## config.mk

```make
export PLATFORM = sky130hd
export DESIGN_NAME = gw_tag_client
export DESIGN_NICKNAME = d
export VERILOG_FILES = /design/src/verilog/gw_tag_client.sv
export SDC_FILE = /design/constraint.sdc
export NUM_CORES = 1
export LEC_CHECK = 0
export CAP_MARGIN = 20
export CELL_PAD_IN_SITES_DETAIL_PLACEMENT = 1
export CELL_PAD_IN_SITES_GLOBAL_PLACEMENT = 1
export CORE_MARGIN = 5
export CORE_UTILIZATION = 46
export DETAILED_ROUTE_END_ITERATION = 16
export DONT_BUFFER_PORTS = 1
export GPL_TIMING_DRIVEN = 0
export PLACE_DENSITY_LB_ADDON = 0.25
export SLEW_MARGIN = 10
export SYNTH_ARGS = -nofsm -noshare
export SYNTH_HDL_FRONTEND = slang
export SYNTH_SLANG_ARGS = --single-unit
```

## constraint.sdc

```tcl
create_clock -name clk_i -period 1.6 [get_ports clk_i]
set_input_delay 0.08 -clock clk_i [delete_from_list [all_inputs] [get_ports clk_i]]
set_output_delay 0.08 -clock clk_i [all_outputs]
set_load 0.03 [all_outputs]
```

## src/verilog/gw_tag_client.sv

```systemverilog
`timescale 1ns/100ps

module gw_tag_client #(
  parameter type      payload_t = logic [7:0],
  parameter payload_t DEFAULT   = payload_t'(0)
) (
  input  logic     clk_i,
  input  logic     rst_i,
  input  logic     en_i,
  input  logic     data_i,
  output payload_t payload_o,
  output logic     new_o
);

  localparam int WIDTH     = $bits(payload_t);
  localparam int CNT_WIDTH = $clog2(WIDTH + 1);

  logic [WIDTH-1:0]     shift_r;
  logic [CNT_WIDTH-1:0] count_r;
  logic                 full;

  assign full = (count_r == CNT_WIDTH'(WIDTH));

  // LSB first so the first bit ends up in bit 0
  always_ff @(posedge clk_i)
  begin
    if (en_i)
    begin
      shift_r <= {data_i, shift_r[WIDTH-1:1]};
    end
  end

  always_ff @(posedge clk_i)
  begin
    if (rst_i)
    begin
      count_r   <= '0;
      payload_o <= DEFAULT;
      new_o     <= 1'b0;
    end
    else
    begin
      new_o <= 1'b0;
      if (en_i)
      begin
        if (!full)
        begin
          count_r <= count_r + 1'b1;
        end
      end
      else
      begin
        // Partial payloads are dropped
        count_r <= '0;
        if (full)
        begin
          payload_o <= payload_t'(shift_r);
          new_o     <= 1'b1;
        end
      end
    end
  end

  a_en_len : assert property (@(posedge clk_i) disable iff (rst_i)
    en_i [*WIDTH] |=> !en_i);

endmodule

```

; Word level (Yosys, flattened, before mapping)
; Index checks and enable logic that the tools add are counted.
; W data, S select, Z words.
[word_totals]
ff_bits = 21
output_inout_bits = 9
[op_classes]
add_sub_neg = 1
eq_ne = 1
mux = 1
bitwise_logic = 1
reduce_logical = 3
[ops]
columns = op, count
row1 = $add A4 B1 Y4 const B, 1
row2 = $eq A4 B4 Y1 const B, 1
row3 = $reduce_or A2 Y1, 2
row4 = $reduce_and A2 Y1, 1
row5 = $mux W1, 1
row6 = $not A1 Y1, 1

; Longest topological paths before layout
; Gate-level depths: netlist (run 1).
[depth]
word_depth = 2
ltp_mapped = 6
ltp_nobuf = 5

; Worst setup path after synthesis (run 1)
; No wires, ideal clock.
[synth_path]
path_type = register to register
startpoint = register count_r[0]
endpoint = register payload_o[0] (netlist name)
setup_time_ns = 0.123
arrival_time_ns = 1.055
required_time_ns = 1.477
slack_ns = 0.422
path_stages_with_launch = 7
n_path_buf = 1
period_less_slack_ns = 1.178
cell_sequence = dfxtp_1 inv_1 ha_1 and4bb_1 buf_6 nand2_1 a21oi_2
[synth_between]
elab_chain_cells = 2
[synth_lines]
columns = element, line_no
row1 = from (decl), 19  ; logic [CNT_WIDTH-1:0] count_r;
row2 = from (signal assigned), 48  ; count_r <= count_r + 1'b1;
row3 = $eq A4 B4 Y1, 22  ; assign full = (count_r == CNT_WIDTH'(WIDTH));
row4 = $reduce_and A2 Y1 (no line), n/a
row5 = to (signal assigned), 57  ; payload_o <= payload_t'(shift_r);
row6 = to (decl), 11  ; output payload_t payload_o,
; No other way between the ends.
; A chain may end at the register's enable or synchronous reset.

; Worst setup path after layout (run 1)
[layout_path]
startpoint = register count_r[0]
endpoint = register payload_o[2] (netlist name)
; The elaborated chain is that of the path after synthesis.

==> impl_metrics.ini, run 1 <==
[layout]
final_common_cell = nand2_1
final_cell_mix = nand2_1 (17), dfxtp_1 (13), a21oi_2 (8), edfxtp_1 (8), nor2_1 (4)
synthToLayoutAreaGrowth_pct = 8.69
layout-drive-gt1-share_pct = 20.3
utilization_pct = 51.0
fin_nets = 81
diodes = 0

[placed_design]
portBuffers = 0
place_congestion = 0.694
hpwlAfterDp_um = 945

[floorplan]
dieArea_um2 = 2650
placeableCoreArea_um2 = 1690
pin_count = 13
start_util_pct = 46.9
fp.dieH_um = 51.5
rows = 15
fp.dieW_um = 51.5

[sta]
max_freq_mhz = 745
finalSetupViolCount = 0
finalHoldViolations = 0
slew_headroom_pct = 71.6
period_needed_ns = 1.34
rsz0062_at_grt = no
tightest_slew_ns = 0.424
finalClockSkew_ns = 0.00298
min_period_over_period_pct = 83.8
timing_max_transition_violations_final = 0
setup_tns_ns = 0

[power]
power_density_nw_per_um2 = 993
power_uw = 854
p_switching_uw = 179
seqPwrFrac_pct = 67.9
clkPwrFrac_pct = 28.9
p_leak_uw = 0.000293
p_int_uw = 675
irDropWorstVdd_v = 0.000617
p_comb_share_pct = 3.2
p_sw_share_pct = 20.9

[synthesis]
yosysWarningCount = 0
synth_area_um2 = 792
syn_nets = 74
ys_seq_elements = 21
yosysTopAreaCell = dfxtp_1
yosysSeqAreaShare_pct = 63.2
ys_top_cells_by_area = dfxtp_1 (33%), edfxtp_1 (30%), a21oi_2 (8.8%), nand2_1 (8.1%), ha_1 (3.2%)
yosysTopAreaCellShare_pct = 32.9
syn_avg_cell_area_um2 = 11.6
ys_types = 18
synthCells = 68

[grt]
grt_overflow_total = 0
grt_use_met1_pct = 13.1
grt_use_met2_pct = 21.2
grt_antenna_before_repair = 0
grt_usage_pct = 12.8
busiest_layer = met2
use_met3_pct = 6.59
first_global_vias = 528
grt_pass1_wl_mm = 2.34
grt_max_degree = 13

[cts]
cts_tree = built
numCtsBuffers = 3
cts-resized-gates = 0
clkTransAtPathRegs_ns = 0.11
root_buffer = clkbuf_4
clock_latency_ns = 0.30
clockBufferDepth = 2
cts.sinks = 21
htreeDepth = 1

[worst_setup_path]
crit_path_end_kind = flip-flop
criticalPathCategory = flip-flop to flip-flop
critical-path-max-stage-delay_ns = 0.40
cp.required_ns = 1.85
cp_slowest_cell = dfxtp_1
path_cells = inv_1 > ha_1 > nand4bb_1 > buf_2 > nand2_1 > a21oi_2
cp_max_fo = 9
cp_data_arrival_time_ns = 1.59
start_kind = flip-flop

[drt]
drc_errors = 0
drt_iter0_markers = 8
firstDrtPassIters = 4
via_per_inst = 5.47
wl_per_cell_um = 15.2
wirelength_mm = 1.38
vias = 498
antenna_left = 0

[status]
status = finished clean

[run]
drv_cap = 0

[min_path]
holdCritPathClass = input pin to flip-flop
## power groups by stage
stage / Combinational, uW / Clock (uW) / Sequential [uW]
after floorplan: 15.8 / 0 / 589
after global placement: 19.0 / 0 / 592
after detailed placement: 19.6 / 0 / 593
after CTS: 27.6 / 261 / 580
after global routing: 30.3 / 291 / 582
final: 27.2 / 247 / 580
## through the flow
step	hold slack [ns]	setup slack, ns	cell area (um^2)	cells
6_report	0.105	0.258	861	91
3_3_place_gp	0.179	0.338	813	85
5_1_grt	0.0938	0.157	861	91
2_1_floorplan	0.179	0.422	792	68
3_5_place_dp	0.179	0.265	813	85
4_1_cts	0.0968	0.233	861	91
## final timing paths
check / slack (ns) / end / startpoint / cells past startpoint
setup / recovery: 0.26 / payload_o[2] / count_r[0] / 6
hold / removal: 0.11 / payload_o[6] / rst_i / 2
setup reg to reg: 0.26 / payload_o[2] / count_r[0] / 6
hold reg to reg: 0.46 / shift_r[1] / shift_r[2] / 0
## final cells by class
type | instances | area (um^2)
clock inverters | 1 | 5.00
multi-input cells | 42 | 263
inverters | 2 | 7.51
plain buffers | 3 | 21.3
repair buffers | 2 | 20.0
fillers | 185 | 828
flip-flops and latches | 21 | 500
clock buffers | 3 | 22.5
well taps | 17 | 21.3
## sequential cells by signal, summed over array words and instances (netlist names)
signal,count
payload_o,8
shift_r,8
count_r,4
new_o,1
## metal layers
| layer | up-vias | wire length, um | share of wire [%] |
|---|---|---|---|
| met2 | 11 | 687 | 50 |
| met1 | 244 | 576 | 42 |
| li1 | 238 | - | - |
| met4 | 0 | 32 | 2.3 |
| met5 | - | 0 | 0 |
| met3 | 5 | 84 | 6.1 |
## worst max-delay path: cells and delay by family, from the launching register on
| family | cells | cell delay [ns] |
|---|---|---|
| fa+ha+maj | 1 | 0.24 |
| compound gates | 1 | 0.14 |
| simple gates | 2 | 0.22 |
| flops | 1 | 0.40 |
| buf+inv | 2 | 0.28 |
## synth_stat cells
cell,instances
xor2_1,1
dfxtp_1,13
nand2b_1,2
and4bb_1,1
xnor2_1,1
buf_6,1
nor2_1,4
buf_2,2
mux2i_1,1
inv_1,2
nand3_1,1
nand3b_1,2
edfxtp_1,8
ha_1,2
nand2_1,17
a21oi_1,1
a21oi_2,8
nand4bb_1,1
## repair_timing
action / 4_1_cts / 5_1_grt
setup buffers: 0 / 0
hold endpoints to repair: 11 / 0
hold buffers: 2 / 0
## cells by family after synthesis
kind of cell,after synthesis,synth area share [%]
and+or+nand+nor,28,17.1
AOI/OAI and AO/OA,9,9.48
muxes,1,1.26
DFF,21,63.2
adders and majority gates,2,3.16
buffers and inverters,5,3.63
xor gates and xnor gates,2,2.21
(Power assumes the default switching activity.)
==> run 2, diff against run 1 <==
Settings changed: ABC_AREA set to 1, CORE_UTILIZATION 46 to 40.
Clock period 1.6 ns to 1.2 ns, I/O delays scaled along.
==> run 2 against run 1 <==
  * Final cell count increased by 40%
  * Critical endpoint is now payload_o[6]
  * Final area increased by 16%
  * Synthesized cell count increased by 29%
  * Combinational power increased to 2.7 times the previous value
  * Via count increased by 24%
  * Maximum frequency increased by 16%
  * Non-clock buffer count increased by 2
  * Total power increased by 40%
==> impl_metrics.ini, run 2 <==
[status]
status = finished clean

[floorplan]
fp.dieW_um = 55.4
fp.dieH_um = 55.4
dieArea_um2 = 3070
placeableCoreArea_um2 = 1960
pin_count = 13
rows = 16
start_util_pct = 42.0

[drt]
firstDrtPassIters = 4
vias = 618
drc_errors = 0
wl_per_cell_um = 14.3
drt_iter0_markers = 8
antenna_left = 0
wirelength_mm = 1.81
via_per_inst = 4.87

[placed_design]
post-place-ws_ns = -0.124
place_congestion = 0.701
hpwlAfterDp_mm = 1.12
portBuffers = 0

[cts]
cts.sinks = 21
numCtsBuffers = 3
root_buffer = clkbuf_4
cts_tree = built
clock_latency_ns = 0.30
htreeDepth = 1
clockBufferDepth = 2
clkTransAtPathRegs_ns = 0.12

[power]
power_density_nw_per_um2 = 1190
power_uw = 1190
p_leak_uw = 0.000414
irDropWorstVdd_v = 0.000714

[synthesis]
synth_top_family_by_area = simple AND/OR/NAND/NOR gates
synth_edf_count = 8
syn_nets = 94
synth_commonest_cells = nor2_1 (22), dfxtp_1 (13), inv_1 (12)
yosysTopAreaCellShare_pct = 31.6
synth-adder-area-share_pct = 3.04
yosysWarningCount = 0
synthCells = 88
synth-compound-area-share_pct = 1.22
synth-main-ff-cell = dfxtp_1
async_flop_share_pct = 0
synth-simple-area-share_pct = 27.5
ys_types = 15
syn_avg_cell_area_um2 = 9.36
yosysTopAreaCell = dfxtp_1
synth_mux_area_share_pct = 0
synth_xor_area_share_pct = 1.06
ys_seq_elements = 21
post-synth-top-count-cell = nor2_1
ys_top_cells_by_area = dfxtp_1 (32%), edfxtp_1 (29%), nor2_1 (10%), nand3_1 (5.5%), inv_1 (5.5%)
yosysSeqAreaShare_pct = 60.8
synth_area_um2 = 823

[sta]
fin_ws_ns = 0.0478
holdWs_ns = 0.0237
min_period_over_period_pct = 96.0
finalHoldViolations = 0
period_needed_ns = 1.15
finalClockSkew_ns = 0.00596
rsz0062_at_grt = yes
finalSetupViolCount = 0
tightest_slew_ns = 0.552
max_freq_mhz = 868
timing_max_transition_violations_final = 0
slew_headroom_pct = 63.1
setup_tns_ns = 0

[worst_setup_path]
cp.required_ns = 1.46
cp_slowest_cell = dfxtp_2
start_kind = flip-flop
cp_data_arrival_time_ns = 1.41
criticalPathCategory = flip-flop to flip-flop
cpMostUsedCell = nor2_1
critical-path-max-stage-delay_ns = 0.35
crit_path_end_kind = flip-flop
cp_max_fo = 8
path_cells = inv_2 > ha_4 > nand3_4 > nor2_4 > nor2_1 > nor2_1

[layout]
layout-drive-gt1-share_pct = 26.0
top_regs = payload_o (8), shift_r (8), count_r (4)
diodes = 0
synthToLayoutAreaGrowth_pct = 21.6
final_cell_mix = nor2_1 (22), dfxtp_1 (11), inv_1 (10)
fin_nets = 107
final_common_cell = nor2_1

[grt]
grt_overflow_total = 0
grt_pass1_wl_mm = 3.04
grt_antenna_before_repair = 0
grt_usage_pct = 12.9
first_global_vias = 639
grt_max_degree = 13

[min_path]
holdCritPathClass = input pin to flip-flop

[run]
drv_cap = 0
## run 2: cell count changes in the layout (fill, tap and decap cells not counted), sizes merged, moves of 2 or more
cell / previous run / this run
nand3: 1 / 10
o21ai: 0 / 2
nand3b: 2 / 0
nor2: 4 / 26
a21oi: 9 / 0
nand2b: 2 / 0
inv: 2 / 14
nand2: 17 / 11
## run 2: logic make-up after synthesis
logic type,count (synthesis)
AOI/OAI and AO/OA,2
DFF,21
xor gates and xnor gates,1
adders and majority gates,2
buffers and inverters,14
and+or+nand+nor,48
## run 2: cell type report
| type | count | area (um^2) |
|---|---|---|
| clock inverter | 1 | 5.00 |
| timing repair buffer | 7 | 60.1 |
| inverter | 14 | 52.6 |
| sequential | 21 | 503 |
| multi-input combinational | 54 | 324 |
| clock buffer | 3 | 22.5 |
| tap | 27 | 33.8 |
| fill | 234 | 961 |
## run 2: what timing repair did
action | 4_1_cts | 5_1_grt
setup endpoints to repair | 10 | 10
hold buffers | 3 | 0
gates resized for setup | 6 | 8
pin swaps | 2 | 6
gates cloned | 1 | 0
buffers inserted | 2 | 2
endpoints found under the hold margin | 22 | 0
## run 2: path summary, 6_finish.rpt
path,cells past startpoint,slack [ns],from,end
worst max-delay path,6,0.05,count_r[0],payload_o[6]
worst min-delay path,3,0.02,rst_i,payload_o[2]
worst max register to register,6,0.05,count_r[0],payload_o[6]
worst min register to register,0,0.47,shift_r[5],shift_r[4]
## run 2: report_power, final
part / switching (uW) / leakage, uW / internal [uW]
Combinational: 44.9 / 0.000213 / 27.4
Sequential: 11.1 / 0.000184 / 763
Clock: 223 / 0.0000177 / 124
Total: 278 / 0.000414 / 914
## run 2: metal layers
layer | routed length, um | up-vias | track usage, % | part of all wire [%]
li1 | - | 301 | - | -
met5 | 0 | - | 0 | 0
met2 | 870 | 13 | 21.1 | 48
met3 | 82 | 4 | 5.13 | 4.5
met1 | 828 | 300 | 14.6 | 46
met4 | 31 | 0 | 6.25 | 1.7
## run 2: worst max-delay path, delay by kind of cell (launching register included)
kind          cells  cell delay (ns)
simple gates      4             0.52
flops             1             0.35
fa+ha+maj         1             0.16
buf+inv           1             0.07
## run 2: per-stage QoR
step	instances	cell area (um^2)	utilization, %
after floorplan	88	823	-
final	127	1000	51.0
after global routing	127	1000	51.0
after detailed placement	115	857	43.7
after global placement	115	857	43.7
after CTS	125	958	48.9
