`src/verilog/gw_cfg_pkg.sv`:
```
package gw_cfg_pkg;

  //////////////////////////////
  // Tag payload layout
  //////////////////////////////

  // Node coordinate, as carried in memory packets
  localparam int CORD_WIDTH = 7;

  // Both tag clients shift this many bits
  localparam int TAG_PAYLOAD_WIDTH = 8;

  // Control client holds the node reset and own coordinate
  typedef struct packed {
    logic                  reset;
    logic [CORD_WIDTH-1:0] cord;
  } gw_ctl_payload_s;

  // Map client holds the first page that belongs to DRAM
  typedef struct packed {
    logic [TAG_PAYLOAD_WIDTH-1:0] base_page;
  } gw_map_payload_s;

  // Node comes up held in reset until the control tag clears it
  localparam gw_ctl_payload_s GW_CTL_DEFAULT = '{
    reset: 1'b1,
    cord:  '0
  };

  localparam gw_map_payload_s GW_MAP_DEFAULT = '{
    base_page: 8'h80
  };

endpackage

```
`src/verilog/gw_mem_pkg.sv`:
```
package gw_mem_pkg;

  import gw_cfg_pkg::*;

  localparam int ADDR_WIDTH = 20;
  localparam int DATA_WIDTH = 32;

  // Upper address bits compared against the base page
  localparam int PAGE_WIDTH = 8;

  // Targets index their word arrays with the low address bits
  localparam int DRAM_WORDS      = 256;
  localparam int DRAM_IDX_WIDTH  = $clog2(DRAM_WORDS);
  localparam int HOST_REGS       = 4;
  localparam int HOST_IDX_WIDTH  = $clog2(HOST_REGS);
  localparam int HOST_FINISH_REG = 3;

  typedef enum logic {
    GW_OP_READ  = 1'b0,
    GW_OP_WRITE = 1'b1
  } gw_mem_op_e;

  typedef struct packed {
    gw_mem_op_e            op;
    logic [ADDR_WIDTH-1:0] addr;
    logic [DATA_WIDTH-1:0] data;
    logic [CORD_WIDTH-1:0] src_cord;
  } gw_mem_cmd_s;

  typedef struct packed {
    gw_mem_op_e            op;
    logic [DATA_WIDTH-1:0] data;
    logic [CORD_WIDTH-1:0] dst_cord;
    logic [CORD_WIDTH-1:0] src_cord;
  } gw_mem_resp_s;

endpackage

```
`src/verilog/gw_mem_if.sv`:
```
`timescale 1ns/100ps

interface gw_mem_if
  import gw_mem_pkg::*;
();

  // Command channel with valid/yumi handshake
  logic         cmd_v;
  gw_mem_cmd_s  cmd;
  logic         cmd_yumi;

  // Response channel with valid/ready handshake
  logic         resp_v;
  gw_mem_resp_s resp;
  logic         resp_ready;

  modport requester (
    output cmd_v, cmd, resp_ready,
    input  cmd_yumi, resp_v, resp
  );

  modport target (
    input  cmd_v, cmd, resp_ready,
    output cmd_yumi, resp_v, resp
  );

endinterface

```
`src/verilog/gw_host_mmio.sv`:
```
`timescale 1ns/100ps

module gw_host_mmio
  import gw_mem_pkg::*;
(
  input  logic       clk_i,
  input  logic       rst_i,
  gw_mem_if.target   bus,
  output logic       finish_o
);

  logic [DATA_WIDTH-1:0]     regs_r [HOST_REGS];
  logic [HOST_IDX_WIDTH-1:0] idx;
  logic                      accept;
  logic                      is_write;
  logic                      resp_v_r;
  logic                      finish_r;
  gw_mem_resp_s              resp_r;

  assign idx      = bus.cmd.addr[HOST_IDX_WIDTH-1:0];
  assign is_write = (bus.cmd.op == GW_OP_WRITE);
  assign accept   = bus.cmd_v & ~resp_v_r;

  always_ff @(posedge clk_i)
  begin
    if (accept && is_write)
      regs_r[idx] <= bus.cmd.data;
    if (accept)
    begin
      resp_r.op       <= bus.cmd.op;
      resp_r.data     <= is_write ? bus.cmd.data : regs_r[idx];
      resp_r.dst_cord <= bus.cmd.src_cord;
      resp_r.src_cord <= '0;
    end
  end

  always_ff @(posedge clk_i)
  begin
    if (rst_i)
    begin
      resp_v_r <= 1'b0;
      finish_r <= 1'b0;
    end
    else
    begin
      if (accept)
        resp_v_r <= 1'b1;
      else if (bus.resp_ready)
        resp_v_r <= 1'b0;
      // Program done flag
      if (accept && is_write && idx == HOST_IDX_WIDTH'(HOST_FINISH_REG))
        finish_r <= bus.cmd.data[0];
    end
  end

  assign bus.cmd_yumi = accept;
  assign bus.resp_v   = resp_v_r;
  assign bus.resp     = resp_r;
  assign finish_o     = finish_r;

endmodule

```
`src/flat_wrapper.sv`:
```
// flat-port wrapper written by rule: the top's interface ports become plain ports
module gw_host_mmio_flat import gw_mem_pkg::*;
  (clk_i, rst_i, finish_o, bus_cmd_v, bus_cmd, bus_resp_ready, bus_cmd_yumi, bus_resp_v, bus_resp);
  gw_mem_if bus_i ();
  input  logic clk_i;
  input  logic rst_i;
  output logic finish_o;
  input wire logic [$bits(bus_i.cmd_v)-1:0] bus_cmd_v;
  input wire logic [$bits(bus_i.cmd)-1:0] bus_cmd;
  input wire logic [$bits(bus_i.resp_ready)-1:0] bus_resp_ready;
  output wire logic [$bits(bus_i.cmd_yumi)-1:0] bus_cmd_yumi;
  output wire logic [$bits(bus_i.resp_v)-1:0] bus_resp_v;
  output wire logic [$bits(bus_i.resp)-1:0] bus_resp;
  assign bus_i.cmd_v = bus_cmd_v;
  assign bus_i.cmd = bus_cmd;
  assign bus_i.resp_ready = bus_resp_ready;
  assign bus_cmd_yumi = bus_i.cmd_yumi;
  assign bus_resp_v = bus_i.resp_v;
  assign bus_resp = bus_i.resp;
  gw_host_mmio u_core (.clk_i(clk_i), .rst_i(rst_i), .bus(bus_i), .finish_o(finish_o));
endmodule
```
`config.mk`:
```
export PLATFORM = sky130hd
export DESIGN_NAME = gw_host_mmio_flat
export DESIGN_NICKNAME = d
export VERILOG_FILES = /design/src/verilog/gw_cfg_pkg.sv /design/src/verilog/gw_mem_pkg.sv /design/src/verilog/gw_mem_if.sv /design/src/verilog/gw_host_mmio.sv /design/src/flat_wrapper.sv
export SDC_FILE = /design/constraint.sdc
export NUM_CORES = 1
export LEC_CHECK = 0
export ABC_AREA = 1
export BUFFER_PORTS_ARGS = -buffer_cell sky130_fd_sc_hd__buf_2
export CORE_MARGIN = 1
export CORE_UTILIZATION = 56
export DETAILED_ROUTE_END_ITERATION = 7
export GPL_TIMING_DRIVEN = 0
export PLACE_DENSITY = 0.78
export RECOVER_POWER = 25
export SLEW_MARGIN = 0
export SYNTH_ARGS = -nofsm -noshare
export SYNTH_HDL_FRONTEND = slang
export SYNTH_SLANG_ARGS = --single-unit
export TNS_END_PERCENT = 50
```
`constraint.sdc`:
```
create_clock -name clk_i -period 5.57 [get_ports clk_i]
set_input_delay 1.3925 -clock clk_i [delete_from_list [all_inputs] [get_ports clk_i]]
set_output_delay 1.3925 -clock clk_i [all_outputs]
set_load 0.005 [all_outputs]
```
### Yosys cells after proc, flatten, opt, wreduce, memory -nomap -nowiden

Memories as Yosys holds them, arrays and structs flattened. A register that Yosys moved wholly into a read port is not among the register bits.
Cells that the tools add are included.

* output and inout port bits: 50
* memory bits (writable): 128
* register bits after elaboration: 10
* memories: 1

* muxes and demuxes: 4
* equal/unequal tests: 1
* bitwise operators: 2
* reductions and logical operators: 3

Memories
* u_core.regs_r: words 4, width 32, rd ports 1, clocked after memory_dff 1, wr ports 1, RTL line gw_host_mmio.sv:12 `logic [DATA_WIDTH-1:0] regs_r [HOST_REGS];`

Operators with widths (number)
* $mux W1: 4
* $eq A2 B2 Y1 const B: 1
* $logic_and A1 B1 Y1: 2
* $reduce_bool A2 Y1: 1
* $and A1 B1 Y1: 1
* $not A1 Y1: 1

### Logic depth before layout (Yosys ltp)

Gate-level depths: netlist of the first run.

* word-level depth: 5
* gate-level depth with buffers: 10

### Least setup slack after synthesis of the first run

No wires, ideal clock.

* path type: input port to flip-flop
* from: input bus_cmd[40]
* to: memory u_core.regs_r[2][0], enable pin
* stages: 4
* path buffers: 2
* data arrival time: 4.055 ns
* data required time: 5.109 ns
* slack: 1.054 ns
* path through: buf_2 -> inv_1 -> buf_2 -> nor3_1

RTL lines
* start: declaration: RTL line flat_wrapper.sv:9 `input wire logic [$bits(bus_i.cmd)-1:0] bus_cmd;`
* end: declaration: RTL line gw_host_mmio.sv:12

No word-level cell before the write port.

### Worst setup path after layout of the first run

* from: input bus_cmd_v
* to: output bus_cmd_yumi

* word-level cells in the longest chain between the ends: 1

Ends and longest elaborated chain
* start: declaration: RTL line flat_wrapper.sv:8 `input wire logic [$bits(bus_i.cmd_v)-1:0] bus_cmd_v;`
* $and A1 B1 Y1: RTL line gw_host_mmio.sv:22 `assign accept = bus.cmd_v & ~resp_v_r;`
* end: declaration: RTL line flat_wrapper.sv:11 `output wire logic [$bits(bus_i.cmd_yumi)-1:0] bus_cmd_yumi;`

Every way passes these cells.

==> impl_results.md, run 1 <==
- Final Max Tran Viols: 0
- Input/output buffers: 86
- Clk Latency, worst-skew pair: 0.42 ns
- Period utilisation layout: 70.3%
- Initial Util: 57.2%
- Post-CTS Repair Setup Buffers: 0
- Overall global routing resource usage: 24.3%
- Status: finished, violations left
- Total power: 2.81 mW
- Reg power frac: around 52%
- Sequential area share after synthesis: 73.9%
- Area growth syn-to-layout: 19.4%
- Peak VDD IR: between 0.00015 and 0.0002 V
- Drt drc: 1
- Area share of the largest cell type after synthesis: 73.4%
- Worst-Margin Slew: 0.966 ns
- R2R cell count: 6
- Rows: 40
- TritonCTS clock tree: done
- # resized after CTS: 0
- WL/cell: between 15 and 20 µm
- Dpl ws: 1.64 ns
- Global placement routability congestion: 0.741
- CORE AREA: between 0.01 and 0.015 mm²
- Max Fanout on Critical Path: 42
- Dpl hpwl: 9160 µm
- Clock root buffer: clkbuf_16
- RSZ-0062 raised after global routing: no
- Most frequent cell after synthesis: nand2_1
- DR pass1 iterations: 7
- Failing checks: DRC
- Hold Buf Count CTS: 0
- Tmin final: 3.91 ns
- Initial DRC Count: 345
- Required time of the critical path: 4.18 ns
- Pwr Density: between 300 and 400 mW/mm²
- Endpoint class of the critical path: output port
- Ys async rst share: 0%
- Net Sw Frac: 22.1%
- CP Launch Type: primary input
- Worst reg-to-reg setup slack: just over 3 ns
- CTS Buf Count: 17
- # IOs: about 110
- Commonest cells in the netlist: nand2_1, edfxtp_1, buf_2, buf_4
- Area contributors post-synth: edfxtp_1, nand2_1, buf_4
- Synth Register Bits: 170
- Pin count of the biggest net entering global routing: 43
- Max Clk Rate: 0.255 GHz
- Ant. Diodes: 0
- RR Startpoint: u_core.bus.resp_v
- Height of the die: 113 µm
- Number of H-tree levels: 4
- Critical Path Start: bus_cmd_v
- Vias in the first global route: 4610
- Synth cell types: 17
- Final setup violation count: 0
- Skew final: 0.00770 ns
- EDFF count, synth: ~170
- Syn Area/Cell: 11.3 µm²
- Clock transition at path regs: 0.06 ns
- Min-Delay Path Depth: 2
- Final net count: 795
- Initial antenna violation count: 0
- HP Class: register to register
- Rel. slew slack: ~36%
- Vias after detailed routing: about 4600
- Area of the mapped netlist: 0.00688 mm²
- Post-Route WL: 14700 µm
- Synth Instances: 610
- Worst Hold End: u_core.finish_o
- Final WS setup: 1.66 ns
- Vias per inst: 5.19
- Start point of the worst hold path: u_core.finish_o
- GR Overflow Total: 0
- Internal: around 2.2 mW
- Comb pwr share: around 7.2%
- Predominant post-synthesis flop cell: edfxtp_1
- Post-route ant nets: 0
- P_sw: between 0.6 and 0.7 mW
- Max Cap Viol: 0
- Critical path class: primary input to output port
- Fillers: ~830
- Clock sink count: 170
- CTS max path bufs: 2
- FF-to-FF End: u_core.regs_r[0][7]
- YS warnings: 0
- Clock power frac: 40.6%
- First-pass GRT wire length: 23000 µm
- DIE AREA: between 0.01 and 0.015 mm²
- Hold Vio Cnt, Final: 0
- Share of post-route cells with drive strength above 1: 18.4%
- Setup TNS: 0 ns
- Die width: 113 µm
- P_leak: 3.54 nW
- Leading area contributor after synthesis: edfxtp_1
- Arrival @ worst endpoint: 2.52 ns
[area by class of cell]
cell class | instances | area, µm² | area share (%)
clock inverters | 13 | 144 | 1.75
well taps | 147 | 184 | 2.24
multi-input cells | 404 | 1550 | 18.9
inverters | 7 | 28.8 | 0.351
flip-flops and latches | 170 | 5080 | 62.0
repair buffers | 96 | 526 | 6.40
plain buffers | 35 | 255 | 3.11
clock buffers | 19 | 433 | 5.27
[worst max path at each step]
stage,end
6_report,bus_cmd_yumi
5_1_grt,bus_cmd_yumi
4_1_cts,bus_cmd_yumi
3_5_place_dp,bus_cmd_yumi
3_3_place_gp,u_core.regs_r[1][5]
2_1_floorplan,u_core.regs_r[2][0]
[placed cells by master (no fill, tap or decap)]
cell,count
buf_8,2
clkinv_2,1
nor2_1,3
conb_1,7
inv_6,3
nor2_4,1
buf_2,73
nand3_2,1
nor3_2,3
clkbuf_16,17
buf_4,10
clkbuf_1,30
clkinv_1,1
clkinv_4,3
inv_2,1
clkinvlp_4,3
dfxtp_1,2
inv_4,1
buf_6,14
edfxtp_1,168
o21a_1,1
nand2_1,388
inv_1,5
bufinv_16,2
buf_1,2
buf_12,2
[state kept, by name, summed over array words and instances (netlist names)]
register,count
u_core.finish_o,1
u_core.bus.resp_v,1
u_core.regs_r,128
u_core.bus.resp,40
[metrics by stage]
stage	util, %	hold WS, ns	cell area [µm²]	cells
after global routing	68.3	0.534	8210	891
after floorplan	-	0.480	6900	616
after global placement	62.6	0.468	7510	849
after CTS	68.6	0.519	8240	891
final	68.3	0.517	8210	891
after detailed placement	63.8	0.502	7660	859
[metal layers]
layer  GRT usage (%)  part of all wire, %  vias to the layer above
li1                -                    -                     2224
met1            30.1                   40                     2198
met2            41.9                   52                      177
met3            4.66                  6.5                       22
met4            10.9                  1.7                        0
met5               0                    0                        -
[kinds of logic (layout without fill, tap and decap cells)]
kind of cell,count (synthesis),in the layout,synth area share (%)
other,1,7,0.0545
AO/OA/AOI/OAI,1,1,0.109
AND/OR/NAND/NOR,396,396,21.8
buffers and inverters,42,170,4.13
flip-flops,170,170,73.9
[critical path: stages]
cell and delay [ns]:
buf_2 0.10, nand2_1 0.06, inv_2 0.70, buf_2 0.25
[power by group through the flow]
| stage | Clock (mW) | Sequential (mW) | Combinational (mW) |
|---|---|---|---|
| 2_1_floorplan | 0 | 1.50 | 0.105 |
| 3_3_place_gp | 0 | 1.49 | 0.190 |
| 3_5_place_dp | 0 | 1.49 | 0.204 |
| 4_1_cts | 1.15 | 1.47 | 0.207 |
| 5_1_grt | 1.20 | 1.47 | 0.227 |
| 6_report | 1.14 | 1.47 | 0.203 |
No activity file was read; power rests on OpenSTA's default activity.
==> run 2: changes to the inputs <==
Settings changed: ABC_AREA 1 to 0, CORE_UTILIZATION 56 to 50, PLACE_DENSITY 0.78 to 0.74.
Clock period 5.57 ns to 3.41 ns, I/O delays scaled along.
==> run 2 against run 1 <==
  * The flow now finishes without violations
  * Sequential power rose by 63%
  * Synthesized cell count decreased by 56%
  * Sequential share of layout area increased by 2.2 points
  * Count of clock-buffer cells in the layout down 1
  * Clock skew shrank 0.0030 ns
  * Die area rose by 5.9%
  * Critical path type is now primary input to register
==> impl_results.md, run 2 <==
- Arrival @ worst endpoint: 2.62 ns (+0.10 ns)
- Vias after detailed routing: 2947 (-36%)
- Sequential area share after synthesis: 78.2% (+4.2 points)
- Endpoint class of the critical path: register
- Drt drc: 0 (-1)
- Critical path class: primary input to register
- Share of post-route cells with drive strength above 1: 45.3% (+27 points)
- Required time of the critical path: 3.54 ns (-0.64 ns)
- Final Max Tran Viols: 0 (unchanged)
- HP Class: register to register
- Clock sink count: 170 (unchanged)
- Clock transition at path regs: 0.06 ns (about the same)
- Fin util: 62.6% (-5.7 points)
- EDFF count, synth: 168 (unchanged)
- Area occupied by multi-input gates: 0.00132 mm² (-15%)
- Number of H-tree levels: 4 (unchanged)
- Clk Latency, worst-skew pair: 0.42 ns (about the same)
- P_leak: 2.81 nW (-21%)
- Max reg flops: 128 (unchanged)
- Highest routed layer: met4
- Worst-Margin Slew: 0.863 ns (-0.102 ns)
- Max Clk Rate: about 0.40 GHz
- Initial antenna violation count: 0 (unchanged)
- Pin count of the biggest net entering global routing: 28 (-35%)
- First-pass GRT wire length: 16700 µm (-27%)
- Fillers: 909 (+9.3%)
- Height of the die: 116 µm (+2.9%)
- Hold Vio Cnt, Final: 0 (unchanged)
- Syn Area/Cell: 24.4 µm² (+120%)
- Post-route ant nets: 0 (unchanged)
- Area share of the largest cell type after synthesis: 77.5% (+4.2 points)
- Commonest non-fill, non-tap cells in the layout: edfxtp_1, buf_2, mux4_2, clkbuf_1, mux2_4
- Dpl hpwl: 6650 µm (-27%)
- Status: finished, final reports clean
- GR Overflow Total: 0 (unchanged)
- RSZ-0062 raised after global routing: no
- Total power: 4.56 mW (+62%)
- Tmin final: between 2 and 2.5 ns
- Pwr Density: 575 mW/mm² (+68%)
- Peak VDD IR: 0.000311 V (+63%)
- Initial Util: 51.3% (-5.9 points)
- Clock root buffer: clkbuf_16
- Leading area contributor after synthesis: edfxtp_1
- Predominant post-synthesis flop cell: edfxtp_1
- Vias in the first global route: 3124 (-32%)
- Synth Instances: 267 (-56%)
- Period utilisation layout: 73.1%
- Post-CTS Repair Setup Buffers: 0 (unchanged)
- Area of the mapped netlist: 0.00651 mm² (-5.4%)
- Skew final: 0.00470 ns (-0.00300 ns)
- Met1 WL: 4650 µm (-20%)
- Rows: 41 (+2.5%)
- Input/output buffers: 86 (unchanged)
- Ant. Diodes: 0 (unchanged)
- Register Area: 0.00508 mm² (unchanged)
- Leading cell type in the layout, fill and taps excluded: edfxtp_1
- Final net count: 451 (-43%)
- Area contributors post-synth: edfxtp_1, mux4_2, mux2_4
- CTS max path bufs: 2 (unchanged)
- Overall global routing resource usage: 17.8% (-6.5 points)
- Synth Register Bits: 170 (unchanged)
- Largest Register: u_core.regs_r
- Ys async rst share: 0% (unchanged)
- Max Cap Viol: 0 (unchanged)
- Vias per inst: 5.15 (-0.66%)
- CP Launch Type: primary input
- Final setup violation count: 0 (unchanged)
- DIE AREA: 0.0135 mm² (+5.9%)
- Max Fanout on Critical Path: 10 (-76%)
- YS warnings: 0 (unchanged)
- Synth cell types: 22 (+5)
- Rel. slew slack: 42.1% (+6.6 points)
- Global placement routability congestion: 0.650 (-12%)
- # resized after CTS: 0 (unchanged)
- Initial DRC Count: 123 (-64%)
- Post-Route WL: 10700 µm (-27%)
- Most frequent cell after synthesis: edfxtp_1
- Commonest cells in the netlist: edfxtp_1, mux4_2, mux2_4, mux2_2, buf_2
- Routed wl met2: 5290 µm (-31%)
- Die width: 116 µm (+2.9%)
- WL/cell: 18.6 µm (+13%)
- Area growth syn-to-layout: 21.9%
- CORE AREA: 0.0127 mm² (+5.5%)
- # IOs: 114 (unchanged)
- CTS Buf Count: 17 (unchanged)
- Hold Buf Count CTS: 0 (unchanged)
- DR pass1 iterations: 5 (-2)
- TritonCTS clock tree: done
- DR WL met3: 513 µm (-47%)
-- run 2: cell types whose count changed in the layout (fill, tap and decap cells not counted), sizes merged, moves of 5 or more --
cell,delta
buf,-13
clkbuf,-5
inv,-9
mux2,+32
mux4,+32
nand2,-387
-- run 2: cells by family (layout without fill, tap and decap cells) --
logic type	count (synthesis)	in the layout	synth area share (%)
AOI/OAI and AO/OA	1	1	0.0768
muxes	65	65	18.3
and+or+nand+nor	10	10	0.885
buffers and inverters	20	147	2.50
other	1	7	0.0576
DFF	170	170	78.2
-- run 2: cell type report --
class	instances	share of cell area (%)
Multi-Input combinational cell	83	16.7
Clock buffer	18	5.41
Buffer	19	2.00
Inverter	1	0.0473
Timing Repair Buffer	95	7.05
Tap cell	172	2.71
Sequential cell	170	64.1
Clock inverter	14	1.96
-- run 2: worst paths after layout --
check / from / endpoint / slack [ns] / cells past startpoint
worst max register to register: u_core.bus.resp_v / u_core.regs_r[0][16] / 0.99 / 6
worst min-delay path: u_core.finish_o / u_core.finish_o / 0.49 / 2
worst min register to register: u_core.finish_o / u_core.finish_o / 0.49 / 2
worst max-delay path: bus_cmd_v / u_core.regs_r[0][16] / 0.92 / 7
-- run 2: per-layer routing --
layer / track usage, % / up-vias
met1: 22.9 / 1495
met3: 5.75 / 21
met2: 28.3 / 81
met5: 0 / -
li1: - / 1350
met4: 7.18 / 0
-- run 2: through the flow --
stage	std cells	setup TNS (ns)	hold WS [ns]	area (µm²)	setup WS (ns)
2_1_floorplan	273	-17.52	0.464	6540	-0.542
3_3_place_gp	531	-204.60	0.461	7180	-2.54
3_5_place_dp	540	0	0.487	7380	0.414
4_1_cts	572	0	0.498	7960	0.873
5_1_grt	572	0	0.512	7930	0.756
6_report	572	0	0.491	7930	0.918
-- run 2: worst max-delay path, cell delays in order --
cell      delay (ns)
buf_2           0.09
nand3b_1        0.08
buf_2           0.22
buf_2           0.26
nor3_2          0.69
buf_6           0.25
buf_6           0.18
-- run 2: power by group --
part / switching (mW) / internal [mW]
Combinational: 0.135 / 0.150
Sequential: 0.0144 / 2.37
Clock: 0.750 / 1.14
