===== config.mk =====
export PLATFORM = sky130hd
export DESIGN_NAME = gw_mem_router_flat
export DESIGN_NICKNAME = d
export VERILOG_FILES = /design/src/verilog/gw_cfg_pkg.sv /design/src/verilog/gw_mem_pkg.sv /design/src/verilog/gw_mem_if.sv /design/src/verilog/gw_mem_router.sv /design/src/flat_wrapper.sv
export SDC_FILE = /design/constraint.sdc
export NUM_CORES = 1
export LEC_CHECK = 0
export BUFFER_PORTS_ARGS = -buffer_cell sky130_fd_sc_hd__buf_4
export CORE_AREA = 2 2 136 138
export CTS_BUF_LIST = sky130_fd_sc_hd__clkbuf_4 sky130_fd_sc_hd__clkbuf_8
export DETAILED_ROUTE_END_ITERATION = 16
export DIE_AREA = 0 0 138 140
export PLACE_DENSITY_LB_ADDON = 0.2
export SYNTH_ARGS = -nofsm -noshare
export SYNTH_HDL_FRONTEND = slang
export SYNTH_SLANG_ARGS = --single-unit

===== constraint.sdc =====
create_clock -name clk_i -period 3.9 [get_ports clk_i]
set_clock_uncertainty 0.05 [all_clocks]
set_input_delay 1.17 -clock clk_i [delete_from_list [all_inputs] [get_ports clk_i]]
set_output_delay 1.17 -clock clk_i [all_outputs]
set_load 0.05 [all_outputs]

===== src/verilog/gw_cfg_pkg.sv =====
package gw_cfg_pkg;

  //////////////////////////////
  // Tag payload layout
  //////////////////////////////

  // Node coordinate, as carried in memory packets
  localparam int CORD_WIDTH = 7;

  // Both tag clients shift this many bits
  localparam int TAG_PAYLOAD_WIDTH = 8;

  // Control client holds the node reset and own coordinate
  typedef struct packed {
    logic                  reset;
    logic [CORD_WIDTH-1:0] cord;
  } gw_ctl_payload_s;

  // Map client holds the first page that belongs to DRAM
  typedef struct packed {
    logic [TAG_PAYLOAD_WIDTH-1:0] base_page;
  } gw_map_payload_s;

  // Node comes up held in reset until the control tag clears it
  localparam gw_ctl_payload_s GW_CTL_DEFAULT = '{
    reset: 1'b1,
    cord:  '0
  };

  localparam gw_map_payload_s GW_MAP_DEFAULT = '{
    base_page: 8'h80
  };

endpackage


===== src/verilog/gw_mem_pkg.sv =====
package gw_mem_pkg;

  import gw_cfg_pkg::*;

  localparam int ADDR_WIDTH = 20;
  localparam int DATA_WIDTH = 32;

  // Upper address bits compared against the base page
  localparam int PAGE_WIDTH = 8;

  // Targets index their word arrays with the low address bits
  localparam int DRAM_WORDS      = 256;
  localparam int DRAM_IDX_WIDTH  = $clog2(DRAM_WORDS);
  localparam int HOST_REGS       = 4;
  localparam int HOST_IDX_WIDTH  = $clog2(HOST_REGS);
  localparam int HOST_FINISH_REG = 3;

  typedef enum logic {
    GW_OP_READ  = 1'b0,
    GW_OP_WRITE = 1'b1
  } gw_mem_op_e;

  typedef struct packed {
    gw_mem_op_e            op;
    logic [ADDR_WIDTH-1:0] addr;
    logic [DATA_WIDTH-1:0] data;
    logic [CORD_WIDTH-1:0] src_cord;
  } gw_mem_cmd_s;

  typedef struct packed {
    gw_mem_op_e            op;
    logic [DATA_WIDTH-1:0] data;
    logic [CORD_WIDTH-1:0] dst_cord;
    logic [CORD_WIDTH-1:0] src_cord;
  } gw_mem_resp_s;

endpackage


===== src/verilog/gw_mem_if.sv =====
`timescale 1ns/100ps

interface gw_mem_if
  import gw_mem_pkg::*;
();

  // Command channel with valid/yumi handshake
  logic         cmd_v;
  gw_mem_cmd_s  cmd;
  logic         cmd_yumi;

  // Response channel with valid/ready handshake
  logic         resp_v;
  gw_mem_resp_s resp;
  logic         resp_ready;

  modport requester (
    output cmd_v, cmd, resp_ready,
    input  cmd_yumi, resp_v, resp
  );

  modport target (
    input  cmd_v, cmd, resp_ready,
    output cmd_yumi, resp_v, resp
  );

endinterface


===== src/verilog/gw_mem_router.sv =====
`timescale 1ns/100ps

module gw_mem_router
  import gw_cfg_pkg::*;
  import gw_mem_pkg::*;
(
  input  logic                  clk_i,
  input  logic                  rst_i,
  input  logic [CORD_WIDTH-1:0] my_cord_i,
  input  logic [PAGE_WIDTH-1:0] base_page_i,
  input  logic                  cmd_v_i,
  input  gw_mem_cmd_s           cmd_i,
  output logic                  cmd_yumi_o,
  output logic                  resp_v_o,
  output gw_mem_resp_s          resp_o,
  input  logic                  resp_ready_i,
  gw_mem_if.requester           host,
  gw_mem_if.requester           dram
);

  logic outstanding_r;
  logic run_r;
  logic to_host;
  logic open_gate;

  //////////////////////////////
  // Outstanding gate
  //////////////////////////////

  always_ff @(posedge clk_i)
  begin
    if (rst_i)
    begin
      run_r         <= 1'b0;
      outstanding_r <= 1'b0;
    end
    else
    begin
      run_r <= 1'b1;
      if (cmd_yumi_o)
        outstanding_r <= 1'b1;
      else if (resp_v_o && resp_ready_i)
        outstanding_r <= 1'b0;
    end
  end

  assign open_gate = run_r & ~outstanding_r;

  //////////////////////////////
  // Steering by page
  //////////////////////////////

  assign to_host = (cmd_i.addr[ADDR_WIDTH-1 -: PAGE_WIDTH] < base_page_i);

  assign host.cmd_v = cmd_v_i & to_host & open_gate;
  assign dram.cmd_v = cmd_v_i & ~to_host & open_gate;
  assign host.cmd   = cmd_i;
  assign dram.cmd   = cmd_i;
  assign cmd_yumi_o = to_host ? host.cmd_yumi : dram.cmd_yumi;

  // Only one target can hold a response at a time
  assign resp_v_o        = host.resp_v | dram.resp_v;
  assign host.resp_ready = resp_ready_i;
  assign dram.resp_ready = resp_ready_i;

  always_comb
  begin
    resp_o          = host.resp_v ? host.resp : dram.resp;
    resp_o.src_cord = my_cord_i;
  end

  a_gate_closed : assert property (@(posedge clk_i) disable iff (rst_i)
    (host.resp_v || dram.resp_v) |-> !(host.cmd_v || dram.cmd_v));

  a_resp_hold : assert property (@(posedge clk_i) disable iff (rst_i)
    resp_v_o && !resp_ready_i |=> resp_v_o && $stable(resp_o));

  a_one_resp : assert property (@(posedge clk_i) disable iff (rst_i)
    !(host.resp_v && dram.resp_v));

endmodule


===== src/flat_wrapper.sv =====
// flat-port wrapper written by rule: the top's interface ports become plain ports
module gw_mem_router_flat import gw_cfg_pkg::*; import gw_mem_pkg::*;
  (clk_i, rst_i, my_cord_i, base_page_i, cmd_v_i, cmd_i, cmd_yumi_o, resp_v_o, resp_o, resp_ready_i, host_cmd_v, host_cmd, host_resp_ready, host_cmd_yumi, host_resp_v, host_resp, dram_cmd_v, dram_cmd, dram_resp_ready, dram_cmd_yumi, dram_resp_v, dram_resp);
  gw_mem_if host_i ();
  gw_mem_if dram_i ();
  input  logic clk_i;
  input  logic rst_i;
  input  logic [CORD_WIDTH-1:0] my_cord_i;
  input  logic [PAGE_WIDTH-1:0] base_page_i;
  input  logic cmd_v_i;
  input  gw_mem_cmd_s cmd_i;
  output logic cmd_yumi_o;
  output logic resp_v_o;
  output gw_mem_resp_s resp_o;
  input  logic resp_ready_i;
  output wire logic [$bits(host_i.cmd_v)-1:0] host_cmd_v;
  output wire logic [$bits(host_i.cmd)-1:0] host_cmd;
  output wire logic [$bits(host_i.resp_ready)-1:0] host_resp_ready;
  input wire logic [$bits(host_i.cmd_yumi)-1:0] host_cmd_yumi;
  input wire logic [$bits(host_i.resp_v)-1:0] host_resp_v;
  input wire logic [$bits(host_i.resp)-1:0] host_resp;
  output wire logic [$bits(dram_i.cmd_v)-1:0] dram_cmd_v;
  output wire logic [$bits(dram_i.cmd)-1:0] dram_cmd;
  output wire logic [$bits(dram_i.resp_ready)-1:0] dram_resp_ready;
  input wire logic [$bits(dram_i.cmd_yumi)-1:0] dram_cmd_yumi;
  input wire logic [$bits(dram_i.resp_v)-1:0] dram_resp_v;
  input wire logic [$bits(dram_i.resp)-1:0] dram_resp;
  assign host_cmd_v = host_i.cmd_v;
  assign host_cmd = host_i.cmd;
  assign host_resp_ready = host_i.resp_ready;
  assign host_i.cmd_yumi = host_cmd_yumi;
  assign host_i.resp_v = host_resp_v;
  assign host_i.resp = host_resp;
  assign dram_cmd_v = dram_i.cmd_v;
  assign dram_cmd = dram_i.cmd;
  assign dram_resp_ready = dram_i.resp_ready;
  assign dram_i.cmd_yumi = dram_cmd_yumi;
  assign dram_i.resp_v = dram_resp_v;
  assign dram_i.resp = dram_resp;
  gw_mem_router u_core (.clk_i(clk_i), .rst_i(rst_i), .my_cord_i(my_cord_i), .base_page_i(base_page_i), .cmd_v_i(cmd_v_i), .cmd_i(cmd_i), .cmd_yumi_o(cmd_yumi_o), .resp_v_o(resp_v_o), .resp_o(resp_o), .resp_ready_i(resp_ready_i), .host(host_i), .dram(dram_i));
endmodule

Word level (Yosys, flattened, before mapping)
Index checks and enable logic that the tools add are counted.
{"block": "op_classes", "magnitude_cmp": 1, "mux": 5, "n_bitwise": 8, "n_reduce_logical": 2}
{"cell": "47-bit 2-to-1 mux", "n": 1}
{"cell": "8-bit less-than comparator", "n": 1}
{"cell": "1-bit AND", "n": 5}
{"cell": "1-bit 2-to-1 mux", "n": 4}
{"cell": "1-bit NOT", "n": 2}
{"cell": "2-bit nonzero test", "n": 1}
{"cell": "1-bit logical AND", "n": 1}
{"cell": "1-bit OR", "n": 1}
{"block": "totals", "reg_bits": 2}

Longest topological paths before layout
Gate-level depths: netlist (run 1).
{"block": "logic_depth", "ltp_word": 4, "depth_mapped": 6}

Worst setup path before layout (run 1)
No wires, ideal clock.
{"block": "synth_path", "kind": "input port to output port", "startpoint": "input port base_page_i[1]", "endpoint": "output port host_cmd_v", "arrival_ps": 3250, "t_required_ps": 2680, "slack_ps": -570, "path_stages": 6, "path_buffers": 0, "path_cell_list": "inv_1 -> ha_1 -> or4_4 -> a21oi_4 -> o31ai_2 -> nor3_1"}
{"block": "synth_via", "elab_chain_len": 3}
{"element": "start: declaration", "line_no": "flat_wrapper.sv:9", "rtl": "input logic [PAGE_WIDTH-1:0] base_page_i;"}
{"element": "8-bit less-than comparator", "line_no": "gw_mem_router.sv:53", "rtl": "assign to_host = (cmd_i.addr[ADDR_WIDTH-1 -: PAGE_WIDTH] < base_page_i);"}
{"element": "1-bit AND (2 in series)", "line_no": "gw_mem_router.sv:55", "rtl": "assign host.cmd_v = cmd_v_i & to_host & open_gate;"}
{"element": "end: declaration", "line_no": "flat_wrapper.sv:16", "rtl": "output wire logic [$bits(host_i.cmd_v)-1:0] host_cmd_v;"}
Every way passes these cells.

Worst setup path after layout (run 1)
{"block": "layout_path", "startpoint": "input port cmd_i[55] (netlist bit)", "endpoint": "output port cmd_yumi_o"}
{"block": "layout_via", "elab_chain_len": 2}
{"element": "start: declaration", "line_no": "flat_wrapper.sv:11", "rtl": "input gw_mem_cmd_s cmd_i;"}
{"element": "8-bit less-than comparator", "line_no": "gw_mem_router.sv:53"}
{"element": "1-bit 2-to-1 mux", "line_no": "gw_mem_router.sv:59", "rtl": "assign cmd_yumi_o = to_host ? host.cmd_yumi : dram.cmd_yumi;"}
{"element": "end: declaration", "line_no": "flat_wrapper.sv:12", "rtl": "output logic cmd_yumi_o;"}
Every way passes these cells.

==> results of run 1 <==
through the flow:
stage          worst slack (ps)  power, mW  setup TNS (ps)  hold WS [ps]  cells
2_1_floorplan              39.0      0.590               0           601    214
3_3_place_gp               -173      0.438            -293           636    482
3_5_place_dp               -179      0.439            -318           648    482
4_1_cts                   -53.4      0.538           -53.4           641    486
5_1_grt                    -105      0.562            -107           704    487
6_report                  -49.7      0.533           -49.7           636    487
final timing paths:
check                          to  depth (start not counted)
max                    cmd_yumi_o                          7
min          u_core.outstanding_r                          2
max reg2reg  u_core.outstanding_r                          3
min reg2reg  u_core.outstanding_r                          2
layer usage:
| layer | global-route usage | wire length (um) | up-vias |
|---|---|---|---|
| met3 | 0.0325 | 836 | 19 |
| met4 | 0.0134 | 117 | 0 |
| li1 | - | - | 666 |
| met5 | 0 | 0 | - |
| met2 | 0.0826 | 2570 | 137 |
| met1 | 0.0438 | 1570 | 615 |
what timing repair did:
item | 4_1_cts | 5_1_grt
pin swaps | 7 | 3
setup endpoints to repair | 3 | 3
setup buffers | 1 | 1
gates resized for setup | 17 | 8
layout make-up:
class,instances,area (um^2),area share
multi-input combinational,69,801,0.312
sequential,2,40.0,0.0156
tap,229,287,0.112
clock buffer,3,41.3,0.0161
timing repair buffer,175,1360,0.530
inverter,9,36.3,0.0142
logic make-up (layout without fill, tap and decap cells):
logic type / after synthesis / in the layout / share of synthesized area
buf+inv: 143 / 187 / 0.574
mux: 41 / 41 / 0.261
compound gates: 12 / 12 / 0.0618
simple gates: 9 / 9 / 0.0316
fa+ha+maj: 7 / 7 / 0.0492
flops: 2 / 2 / 0.0225
power breakdown:
| part | leakage [nW] | switching, mW | internal (mW) |
|---|---|---|---|
| registers | 0.0168 | 0.00270 | 0.0224 |
| logic | 1.18 | 0.239 | 0.187 |
| clock network | 0.0216 | 0.0158 | 0.0652 |
registers in the layout (all words and copies together), names as in the netlist:
name / flops
u_core.outstanding_r: 1
u_core.run_r: 1
cells in the final DEF (no fill, tap or decap), drive strengths merged, types with 2 or more instances in the layout:
master	netlist	routed
buf	130	175
ha	7	7
inv	9	9
dfxtp	2	2
a21oi	4	4
clkbuf	4	3
mux2	41	41
nor3	2	2
tightest hold or removal path: stages (launching register included):
cell and delay [ps]:
dfxtp_1 370, a21oi_1 180, a2111oi_2 80
==> run_results.csv, run 1 <==
group,metric,value,unit
run_status,status,"complete, but fails checks",
run_status,violations,"negative setup slack",
hold_path,hold_start,"u_core.outstanding_r",
die,dieWidth,138,um
setup_path,path_max_fanout,3,
cts,cts_hold_buf,0,
cts,htreeDepth,1,
die,initial_utilization,0.100,
die,core_area,17800,um^2
synthesis,synthTopCellsByCount,"buf_4, mux2_2, inv_1",
timing,post-route-period-util,1.01,
job,maxCapViolCount,0,
synthesis,postSynth.asyncResetShare,0,
timing,setup_violations,1,
grt,grt_max_degree,43,
timing,rsz0062_at_grt,"yes",
die,dieArea,19300,um^2
setup_path,cp_data_required_time,2680,ps
setup_path,r2r_slack,2710,ps
synthesis,synth_most_common_cell,"buf_4",
timing,fmax,0.253,GHz
grt,track_usage,0.0468,
routing,num_vias,1437,
timing,maxSlewViolCount,0,
routing,drt_pass1_iterations,4,
final_layout,drive_above_1_share,0.911,
setup_path,crit_path_max_incr_delay,540,ps
final_layout,diodes,0,
synthesis,synthFlopType,"dfxtp_1",
placed_design,port_buffers,165,
synthesis,synth.yosys.seq_area_share,0.0225,
setup_path,critPathSlowestCell,"or4_4",
die,fp.dieH,140,um
grt,grt_pass1_vias,1557,
grt,grt_pass1_wl,7.55,mm
pwr,vdd_ir_drop_max,0.149,mV
die,num_rows,49,
routing,wl_per_cell,10.5,um
synthesis,synth_nets,398,
synthesis,ys.warnings.count,0,
routing,via_per_inst,2.95,
setup_path,worstSetupPathType,"input port to output port",
routing,ant_nets,0,
cts,clk_transition_reported_paths,30,ps
routing,postRouteWirelength,5.09,mm
synthesis,synth.distinct_cells,27,
synthesis,avgSynthCellArea,8.33,um^2
cts,cts_root_buf,"clkbuf_8",
timing,period_needed,3950,ps
pwr,power.leakage,1.22,nW
final_layout,fillers,2038,
setup_path,crit_path_cell_trace,"buf_8 > ha_4 > or4_4 > a21oi_4 > o31ai_4 > mux2_4 > buf_8",
synthesis,yosys-top-cells-area,"buf_4, mux2_2, ha_1",
synthesis,yosysTopAreaCellShare,0.544,
placed_design,dp_hpwl,4.43,mm
cts,clockBufferDepth,2,
timing,maxSlewHeadroom,0.646,
setup_path,crit_path_frequent_cell,"buf_8",
final_layout,fin_util,0.144,
timing,setup_ws,-49.7,ps
final_layout,final_area,2560,um^2
timing,hold_violations,0,
synthesis,synth_edf_count,0,
timing,worst_slew_pin_slew,531,ps
placed_design,gp_congestion,0.641,
final_layout,nets,444,
synthesis,netlist_area,1780,um^2
grt,grt.overflow.total,0,
cts,cts_buffers,3,
final_layout,layout-area-overhead-vs-synth,43.9,%
placed_design,place_area,2400,um^2
setup_path,start_kind,"input port",
die,ios,350,
setup_path,worstPathArrival,2730,ps
hold_path,hold_path_class,"flop to flop",
cts,cts.sinks,2,
setup_path,endpoint_kind,"output port",
synthesis,synth-seq-cells,2,
routing,first_iter_violations,17,
setup_path,r2r-start,"u_core.outstanding_r",
routing,route.detailed.drc,0,
grt,antenna_found_initial,0,
setup_path,cp_top_family,"simple AND/OR/NAND/NOR gates",
cts,cts_tree,"done",
synthesis,synthCells,214,
cts,insertion_delay,210,ps
setup_path,critPathBufInv,2,
setup_path,startpoint,"cmd_i[55]",
synthesis,yosysTopAreaCell,"buf_4",
pwr,powerDensity,208,nW/um^2
No activity file was read; power rests on OpenSTA's default activity.
==> run 2: changes to the inputs <==
--- a/config.mk
+++ b/config.mk
@@ -10,2 +10,3 @@
 export CTS_BUF_LIST = sky130_fd_sc_hd__clkbuf_4 sky130_fd_sc_hd__clkbuf_8
+export CTS_CLUSTER_DIAMETER = 200
 export DETAILED_ROUTE_END_ITERATION = 16
--- a/constraint.sdc
+++ b/constraint.sdc
@@ -4,2 +4,2 @@
 set_output_delay 1.17 -clock clk_i [all_outputs]
-set_load 0.05 [all_outputs]
+set_load 0.005 [all_outputs]
==> run_results.csv, run 2 (synthesis gave the netlist of run 1 again) <==
group,metric,value,unit
final_layout,final_cell_mix,"buf_4, mux2_2, inv_1",
pwr,powerDensity,146,nW/um^2
setup_path,cp_top_family,"simple AND/OR/NAND/NOR gates",
setup_path,critPathBufInv,2,
setup_path,worstSetupPathType,"input port to output port",
pwr,power.leakage,1.17,nW
cts,cts_buffers,3,
timing,worst_slew_pin_slew,547,ps
cts,cts_tree,"done",
pwr,combPwrFrac,0.708,
timing,hold_ws,604,ps
setup_path,endpoint_kind,"output port",
setup_path,critPathSlowestCell,"or4_4",
final_layout,layout-area-overhead-vs-synth,38.7,%
routing,routed.top_layer,"met4",
timing,hold_violations,0,
grt,grt_max_degree,43,
timing,setup_ws,22.3,ps
final_layout,top_regs,"u_core.outstanding_r: 1 flops, u_core.run_r: 1 flops",
pwr,clock_power_share,0.225,
grt,grt.overflow.total,0,
timing,maxSlewViolCount,0,
placed_design,dp_hpwl,4.64,mm
cts,htreeDepth,1,
setup_path,path_max_fanout,3,
cts,clockBufferDepth,2,
setup_path,start_kind,"input port",
pwr,p_int,0.261,mW
routing,dr_wl_met3,691,um
routing,wl_per_cell,11.0,um
setup_path,worstPathArrival,2660,ps
die,dieArea,19300,um^2
final_layout,final_common_cell,"buf_4",
timing,rsz0062_at_grt,"yes",
setup_path,crit_path_cell_trace,"buf_8 > ha_4 > or4_4 > a21oi_4 > o31ai_4 > mux2_4 > buf_6",
grt,track_usage,0.0502,
final_layout,finalNonFillerCells,481,
grt,antenna_found_initial,0,
run_status,status,"completed",
die,num_rows,49,
die,dieWidth,138,um
setup_path,cp_data_required_time,2680,ps
placed_design,dp.cells,478,
timing,period_needed,3880,ps
setup_path,r2r_slack,2790,ps
timing,fmax,0.258,GHz
routing,wl_met2,2.72,mm
pwr,p_seq_frac,0.067,
routing,drt-met1-wl,1.66,mm
cts,postCtsSetupBuffers,0,
routing,postRouteWirelength,5.28,mm
routing,route.detailed.drc,0,
setup_path,crit_path_max_incr_delay,550,ps
routing,via_per_inst,2.91,
die,initial_utilization,0.100,
grt,grt_pass1_wl,7.69,mm
placed_design,gp_congestion,0.674,
routing,ant_nets,0,
cts,insertion_delay,210,ps
cts,cts.sinks,2,
routing,num_vias,1402,
final_layout,drive_above_1_share,0.901,
cts,clk_transition_reported_paths,30,ps
cts,cts_hold_buf,0,
timing,setup_violations,0,
pwr,vdd_ir_drop_max,0.0675,mV
die,fp.dieH,140,um
timing,maxSlewHeadroom,0.636,
routing,drt_pass1_iterations,2,
die,ios,350,
timing,post-route-period-util,0.994,
cts,cts_root_buf,"clkbuf_8",
placed_design,port_buffers,165,
placed_design,place_ws,-64.3,ps
final_layout,diodes,0,
pwr,p_sw,0.0999,mW
grt,grt_pass1_vias,1561,
routing,first_iter_violations,11,
hold_path,hold_path_class,"flop to flop",
final_layout,nets,438,
die,core_area,17800,um^2
job,maxCapViolCount,0,
pwr,swShare,0.277,
run 2: changes by cell type in the layout (fill, tap and decap cells not counted), sizes merged:
cell  delta
buf      -6
run 2: layout make-up:
type                       instances  area, um^2
fill                            2058       15300
timing repair buffer             169        1290
clock buffer                       3        41.3
inverter                           9        33.8
multi-input combinational         69         782
sequential                         2        40.0
tap                              229         287
run 2: timing repair:
item,4_1_cts,5_1_grt
endpoints found under the hold margin,0,0
pin swaps,4,6
endpoints found under the setup margin,1,1
resized for setup,10,7
run 2: worst register-to-register path: stages, from the launching register on:
cell and delay [ps]:
dfxtp_1 400, a221oi_1 110, o311a_2 170, a2111oi_2 280
run 2: final timing paths:
check,depth (start not counted),startpoint,endpoint
setup reg to reg,3,u_core.outstanding_r,u_core.outstanding_r
setup / recovery,7,cmd_i[52],cmd_yumi_o
hold / removal,2,u_core.outstanding_r,u_core.outstanding_r
hold reg to reg,2,u_core.outstanding_r,u_core.outstanding_r
run 2: metal layers:
layer	global-route usage	up-vias
li1	-	652
met1	0.0438	590
met2	0.0920	133
met3	0.0253	27
met4	0.0306	0
met5	0	-
run 2: power by group through the flow:
| stage | logic [mW] | clock network (mW) | registers [mW] |
|---|---|---|---|
| 2_1_floorplan | 0.188 | 0 | 0.0238 |
| 3_3_place_gp | 0.247 | 0 | 0.0244 |
| 3_5_place_dp | 0.247 | 0 | 0.0246 |
| 4_1_cts | 0.257 | 0.0842 | 0.0243 |
| 5_1_grt | 0.277 | 0.0867 | 0.0243 |
| 6_report | 0.256 | 0.0814 | 0.0243 |
run 2: through the flow:
stage	cell area, um^2	setup TNS [ps]	util	total power [mW]
after CTS	2440	0	0.137	0.365
after detailed placement	2350	-64.3	0.132	0.272
after floorplan	1780	0	-	0.212
after global placement	2350	-66.2	0.132	0.271
after global routing	2470	-6.34	0.139	0.388
final	2470	0	0.139	0.361
